--- config.mk ---
export PLATFORM = sky130hd
export DESIGN_NAME = chip2chip_master
export DESIGN_NICKNAME = d
export VERILOG_FILES = /design/src/design/link_pkg.sv /design/src/design/panel_pkg.sv /design/src/design/button_conditioner.sv /design/src/design/hold_timer.sv /design/src/design/switch_panel.sv /design/src/design/master_control.sv /design/src/design/chip2chip_master.sv
export SDC_FILE = /design/constraint.sdc
export NUM_CORES = 1
export LEC_CHECK = 0
export ABC_AREA = 0
export BUFFER_PORTS_ARGS = -buffer_cell sky130_fd_sc_hd__buf_2
export CAP_MARGIN = 40
export CELL_PAD_IN_SITES_DETAIL_PLACEMENT = 0
export CELL_PAD_IN_SITES_GLOBAL_PLACEMENT = 1
export CORE_MARGIN = 4
export CORE_UTILIZATION = 45
export CTS_BUF_LIST = sky130_fd_sc_hd__clkbuf_4 sky130_fd_sc_hd__clkbuf_8 sky130_fd_sc_hd__clkbuf_16
export DETAILED_ROUTE_END_ITERATION = 12
export PLACE_DENSITY = 0.85
export RECOVER_POWER = 25
export SYNTH_ARGS = -nofsm -noshare
export SYNTH_HDL_FRONTEND = slang
export SYNTH_SLANG_ARGS = --single-unit
--- constraint.sdc ---
create_clock -name clk -period 3.9 [get_ports clk]
set_clock_uncertainty 0.05 [all_clocks]
set_input_delay 0 -clock clk [delete_from_list [all_inputs] [get_ports clk]]
set_output_delay 0 -clock clk [all_outputs]
set_load 0.02 [all_outputs]
--- src/design/link_pkg.sv ---
package link_pkg;

    ////////////////////
    // Link data
    ////////////////////

    // Three-bit code offered to the slave with valid
    typedef logic [2:0] code_t;

    ////////////////////
    // Master control
    ////////////////////

    // Controller states, in handshake order
    typedef enum logic [1:0] {
        // Waiting for a button press
        IDLE,
        // Request raised, slave has not answered yet
        WAIT_ACK,
        // Ack seen, notice lit while hold time runs
        NOTICE,
        // Code on offer with valid until ack drops
        SEND
    } ctrl_state_e;

    ////////////////////
    // Timing
    ////////////////////

    // One second of the 100 MHz board clock
    localparam int HOLD_CYCLES_BOARD = 100_000_000;

endpackage

--- src/design/panel_pkg.sv ---
package panel_pkg;

    ////////////////////
    // Switch bank
    ////////////////////

    // One-hot switches, one per code value
    localparam int SW_WIDTH = 8;

    ////////////////////
    // Push button
    ////////////////////

    // Samples that must all be high before the press counts
    localparam int DEBOUNCE_DEPTH = 4;

    ////////////////////
    // Seven-segment digit
    ////////////////////

    // Segment lines a..g, bit 0 is a
    localparam int SEG_WIDTH = 7;

    // Active low, so all ones leaves the digit dark
    localparam logic [SEG_WIDTH-1:0] SEG_DARK = '1;

    // Digit shapes indexed by code, bit order gfedcba
    localparam logic [7:0][SEG_WIDTH-1:0] SEG_PATTERN = {
        7'b111_1000,  // 7
        7'b000_0010,  // 6
        7'b001_0010,  // 5
        7'b001_1001,  // 4
        7'b011_0000,  // 3
        7'b010_0100,  // 2
        7'b111_1001,  // 1
        7'b100_0000   // 0
    };

endpackage

--- src/design/button_conditioner.sv ---
`timescale 1ns/10ps

module button_conditioner (
    input  logic clk,
    input  logic rst_n,
    input  logic button,
    output logic press
);
    import panel_pkg::*;

    // Raw button history, newest sample in bit 0
    logic [DEBOUNCE_DEPTH-1:0] samples;
    // Debounced level and its copy one cycle late
    logic level;
    logic level_d;

    // Stable only once every sample agrees
    assign level = &samples;

    ////////////////////
    // Debounce and edge
    ////////////////////

    always_ff @(posedge clk) begin
        if (!rst_n) begin
            // Button held through reset must not fire
            samples <= '0;
            level_d <= 1'b0;
            press   <= 1'b0;
        end else begin
            // Shift in the raw button
            samples <= {samples[DEBOUNCE_DEPTH-2:0], button};
            level_d <= level;
            // Single pulse on the rising debounced level
            press   <= level & ~level_d;
        end
    end

endmodule

--- src/design/hold_timer.sv ---
`timescale 1ns/10ps

module hold_timer #(
    parameter int hold_cycles = link_pkg::HOLD_CYCLES_BOARD
) (
    input  logic clk,
    input  logic rst_n,
    input  logic run,
    output logic expired
);
    // Counter just wide enough for the last count
    localparam int CNT_W = (hold_cycles > 1) ? $clog2(hold_cycles) : 1;
    localparam logic [CNT_W-1:0] LAST = CNT_W'(hold_cycles - 1);

    logic [CNT_W-1:0] count;

    // High in the final counted cycle only
    assign expired = run && (count == LAST);

    ////////////////////
    // Cycle counter
    ////////////////////

    always_ff @(posedge clk) begin
        if (!rst_n) begin
            count <= '0;
        end else if (!run || expired) begin
            // Idle or done, so start over next time
            count <= '0;
        end else begin
            count <= count + 1'b1;
        end
    end

endmodule

--- src/design/switch_panel.sv ---
`timescale 1ns/10ps

module switch_panel (
    input  logic                           clk,
    input  logic                           rst_n,
    input  logic [panel_pkg::SW_WIDTH-1:0] switches,
    output link_pkg::code_t                code,
    output logic [panel_pkg::SEG_WIDTH-1:0] seg
);
    import link_pkg::*;
    import panel_pkg::*;

    ////////////////////
    // One-hot encoder
    ////////////////////

    // Bit position of the single set switch
    // Zero, idle or several switches, all give code zero
    always_comb begin
        code = '0;
        for (int i = 0; i < SW_WIDTH; i++) begin
            if (switches == (SW_WIDTH'(1) << i)) begin
                code = code_t'(i);
            end
        end
    end

    ////////////////////
    // Display register
    ////////////////////

    // Digit follows the code one edge later
    always_ff @(posedge clk) begin
        if (!rst_n) begin
            // Dark digit while in reset
            seg <= SEG_DARK;
        end else begin
            seg <= SEG_PATTERN[code];
        end
    end

endmodule

--- src/design/master_control.sv ---
`timescale 1ns/10ps

module master_control (
    input  logic            clk,
    input  logic            rst_n,
    input  logic            press,
    input  logic            ack,
    input  link_pkg::code_t code,
    input  logic            expired,
    output logic            run,
    output logic            req,
    output logic            notice,
    output logic            valid,
    output link_pkg::code_t data
);
    import link_pkg::*;

    ctrl_state_e state;
    ctrl_state_e state_nxt;

    ////////////////////
    // Next state
    ////////////////////

    always_comb begin
        state_nxt = state;
        case (state)
            IDLE: begin
                // Only a fresh press starts a transfer
                if (press) begin
                    state_nxt = WAIT_ACK;
                end
            end
            WAIT_ACK: begin
                // Keep asking until the slave answers
                if (ack) begin
                    state_nxt = NOTICE;
                end
            end
            NOTICE: begin
                // Ack is still high here and gets no attention
                if (expired) begin
                    state_nxt = SEND;
                end
            end
            SEND: begin
                // Slave withdrew ack, so it has the code
                if (!ack) begin
                    state_nxt = IDLE;
                end
            end
            default: begin
                state_nxt = IDLE;
            end
        endcase
    end

    ////////////////////
    // Hold timer control
    ////////////////////

    // Timer runs for exactly the cycles spent in NOTICE
    assign run = (state == NOTICE);

    ////////////////////
    // Registered outputs
    ////////////////////

    // Outputs decoded from the next state
    // so they change on the same edge as the state
    always_ff @(posedge clk) begin
        if (!rst_n) begin
            state  <= IDLE;
            req    <= 1'b0;
            notice <= 1'b0;
            valid  <= 1'b0;
            data   <= '0;
        end else begin
            state  <= state_nxt;

            // First half of the handshake
            req    <= (state_nxt == WAIT_ACK);

            // Lit for the whole hold time
            notice <= (state_nxt == NOTICE);

            // Second half, ends one edge after ack falls
            valid  <= (state_nxt == SEND);

            // Live switch code while on offer, zero otherwise
            if (state_nxt == SEND) begin
                data <= code;
            end else begin
                data <= '0;
            end
        end
    end

endmodule

--- src/design/chip2chip_master.sv ---
`timescale 1ns/10ps

module chip2chip_master #(
    parameter int hold_cycles = link_pkg::HOLD_CYCLES_BOARD
) (
    input  logic                            clk,
    input  logic                            rst_n,
    input  logic                            button,
    input  logic [panel_pkg::SW_WIDTH-1:0]  switches,
    input  logic                            ack,
    output logic                            req,
    output logic                            notice,
    output logic                            valid,
    output link_pkg::code_t                 data,
    output logic [panel_pkg::SEG_WIDTH-1:0] seg
);
    import link_pkg::*;

    // One cycle per debounced press
    logic  press;
    // Encoded switch code
    code_t code;
    // Hold timer handshake
    logic  run;
    logic  expired;

    ////////////////////
    // Front panel
    ////////////////////

    button_conditioner button_i (
        .clk    (clk),
        .rst_n  (rst_n),
        .button (button),
        .press  (press)
    );

    switch_panel panel_i (
        .clk      (clk),
        .rst_n    (rst_n),
        .switches (switches),
        .code     (code),
        .seg      (seg)
    );

    ////////////////////
    // Link control
    ////////////////////

    // Notice hold time, shortened in simulation
    hold_timer #(
        .hold_cycles (hold_cycles)
    ) timer_i (
        .clk     (clk),
        .rst_n   (rst_n),
        .run     (run),
        .expired (expired)
    );

    master_control control_i (
        .clk     (clk),
        .rst_n   (rst_n),
        .press   (press),
        .ack     (ack),
        .code    (code),
        .expired (expired),
        .run     (run),
        .req     (req),
        .notice  (notice),
        .valid   (valid),
        .data    (data)
    );

endmodule

==> qor.csv <==
metric,value,unit
clkTransAtPathRegs,0.09,ns
holdCritStartpoint,switches[2],
worstSkewPairLatency,0.30,ns
holdPathStages,3,
dr.first_iter.drc_count,79,
yosys.cell_count.top_type,dfxtp_1,
syn-instance-count,227,
worst_slew_pin_slew,0.828,ns
antenna_found_initial,0,
numClockSinks,48,
finalCritPeriodShare,63.9,%
clockBufferDepth,2,
n_antenna_cell,0,
syn_area_per_cell,9.07,um^2
core-area,4380,um^2
cp-start-kind,register,
final_max_slew_viol_count,0,
h-tree-depth,2,
grt_use_total,15.1,%
grt_max_degree,27,
async_flop_share,0,%
required,4.00,ns
critPathKind,register to register,
finalSetupViolCount,0,
ios,25,
crit_fanout,26,
yosysWarnings,0,
die_area,5720,um^2
synth_top_flop_cell,dfxtp_1,
yosys.area.top_type,dfxtp_1,
netlist_area,2060,um^2
final_nets,271,
setup_slack,1.41,ns
fp.dieH,75.6,um
finalHoldViolations,0,
drc,0,
synth_nets,245,
tns,0,ns
cts_buffers,5,
rsz0062_at_grt,no,
wire_per_inst,12.7,um
initial_core_util,46.9,%
maxCapViolCount,0,
root_buffer,clkbuf_8,
cp-end-kind,register,
cts_tree,built,
ys_seq_area_share,46.7,%
crit_arrival,2.59,ns
outcome,"finished, final reports clean",
dpl.hpwl,2.78,mm
portBuffers,24,
hold_path_class,input port to register,
power.leakage,0.000829,uW
dieWidth,75.6,um
synth-edff-count,0,
gp_congestion,0.786,
grt_pass1_wl,6.69,mm
rr_worst_depth,6,
firstDrtPassIters,4,
min_period,2.49,ns
netlist-cell-type-count,37,
first_global_vias,1530,
power_per_cell_area,385,nW/um^2
viasPerCell,5.15,
synthTopCellsByArea,"dfxtp_1 (47%), xor2_1 (8.5%), nor2_1 (6.9%)",
wirelength,3.88,mm
overflow,0,
peakVddDrop,0.000227,V
cp-startpoint,timer_i.count[0]$_SDFF_PP0_,
slew_headroom,44.7,%
yosys-top-cells-count,"dfxtp_1 (48), nor2_1 (38), xor2_1 (20)",
fin_util,53.3,%
total_power,899,uW
rr_startpoint,timer_i.count[0]$_SDFF_PP0_,
rrSetupSlack,1.41,ns
netlist.area_leader.share,46.7,%
drive_gt1_share,9.45,%
syn_to_final_growth,13.5,%
pre_cts_slack,1.37,ns
ys_ff_latch,48,
rows,24,
num_vias,1577,
post_cts_resized,0,
antenna_left,0,
fmax,401,MHz
fillCellCount,418,
==> per-layer routing <==
metal / share of wire [%] / vias to the layer above / GRT usage, %
li1: - / 831 / -
met1: 45 / 719 / 18.2
met2: 50 / 19 / 25.9
met3: 3.6 / 8 / 4.22
met4: 1.4 / 0 / 5.24
met5: 0 / - / 0
==> report_power, final <==
part           internal (uW)  total, uW  switching, uW  leakage [uW]
combinational           15.3       38.1           22.8      0.000385
sequential               495        496           1.48      0.000389
clock                    193        364            171     0.0000548
total                    703        899            195      0.000829
==> per-stage QoR <==
stage / hold slack (ns) / cell area, um^2 / instances
floorplan: 0.0773 / 2060 / 227
global placement: 0.161 / 2210 / 295
detailed placement: 0.164 / 2210 / 295
CTS: 0.0425 / 2350 / 306
global route: 0.0735 / 2340 / 306
finish: 0.0471 / 2340 / 306
==> layout make-up <==
cell class / instances / area (um^2) / area share (%)
inverter: 5 / 18.8 / 0.803
clock inverter: 3 / 46.3 / 1.98
tap: 52 / 65.1 / 2.79
clock buffer: 5 / 68.8 / 2.95
multi-input combinational: 166 / 1040 / 44.6
timing repair buffer: 27 / 135 / 5.78
sequential: 48 / 961 / 41.1
==> logic make-up after synthesis <==
| kind of cell | count (synthesis) | share of synthesized area (%) |
|---|---|---|
| and+or+nand+nor | 115 | 29.3 |
| DFF | 48 | 46.7 |
| xor gates and xnor gates | 28 | 11.9 |
| AOI/OAI and AO/OA | 16 | 5.23 |
| buffers and inverters | 13 | 2.73 |
| adders and majority gates | 6 | 3.65 |
| muxes | 1 | 0.486 |
==> path summary, 6_finish.rpt <==
path | endpoint
setup / recovery | control_i.notice$_SDFF_PN0_
hold / removal | panel_i.seg[4]$_SDFF_PN1_
setup reg to reg | control_i.notice$_SDFF_PN0_
hold reg to reg | button_i.press$_SDFF_PN0_
==> placed cells by master (no fill, tap or decap), types with 2 or more instances in the layout <==
cell	synthesis	final
dfxtp_1	48	48
nor2_1	38	38
xor2_1	20	20
nand2_1	15	15
nand3_1	13	13
buf_2	0	12
clkbuf_1	6	12
nand4_1	11	11
xnor2_1	8	8
nor3_1	7	7
nor4b_1	6	6
and3_1	6	6
ha_1	6	6
o21ai_0	5	5
clkbuf_8	0	5
inv_1	4	4
and2_0	0	3
and4_1	3	3
dlygate4sd3_1	0	3
nor4_1	2	2
nor3_2	2	2
and2_1	5	2
nand2b_1	2	2
a21o_1	2	2
==> timing repair <==
action / in CTS / in global routing
hold buffers: 3 / 0
setup buffers: 0 / 0
hold endpoints to repair: 8 / 0
==> flip-flops by register name, indices dropped and copies added (netlist names), 2 cells and up <==
register and cells:
panel_i.seg 7, timer_i.count 27, control_i.state 2, button_i.samples 4, control_i.data 3
==> worst max-delay path, cell delays in order (launching register included) <==
cell and delay [ns]:
dfxtp_1 0.36, ha_1 0.24, nand3_1 0.09, nor2_1 0.48
nand4_1 0.25, nand2_1 0.67, o21ai_0 0.19
(Power assumes the default switching activity.)
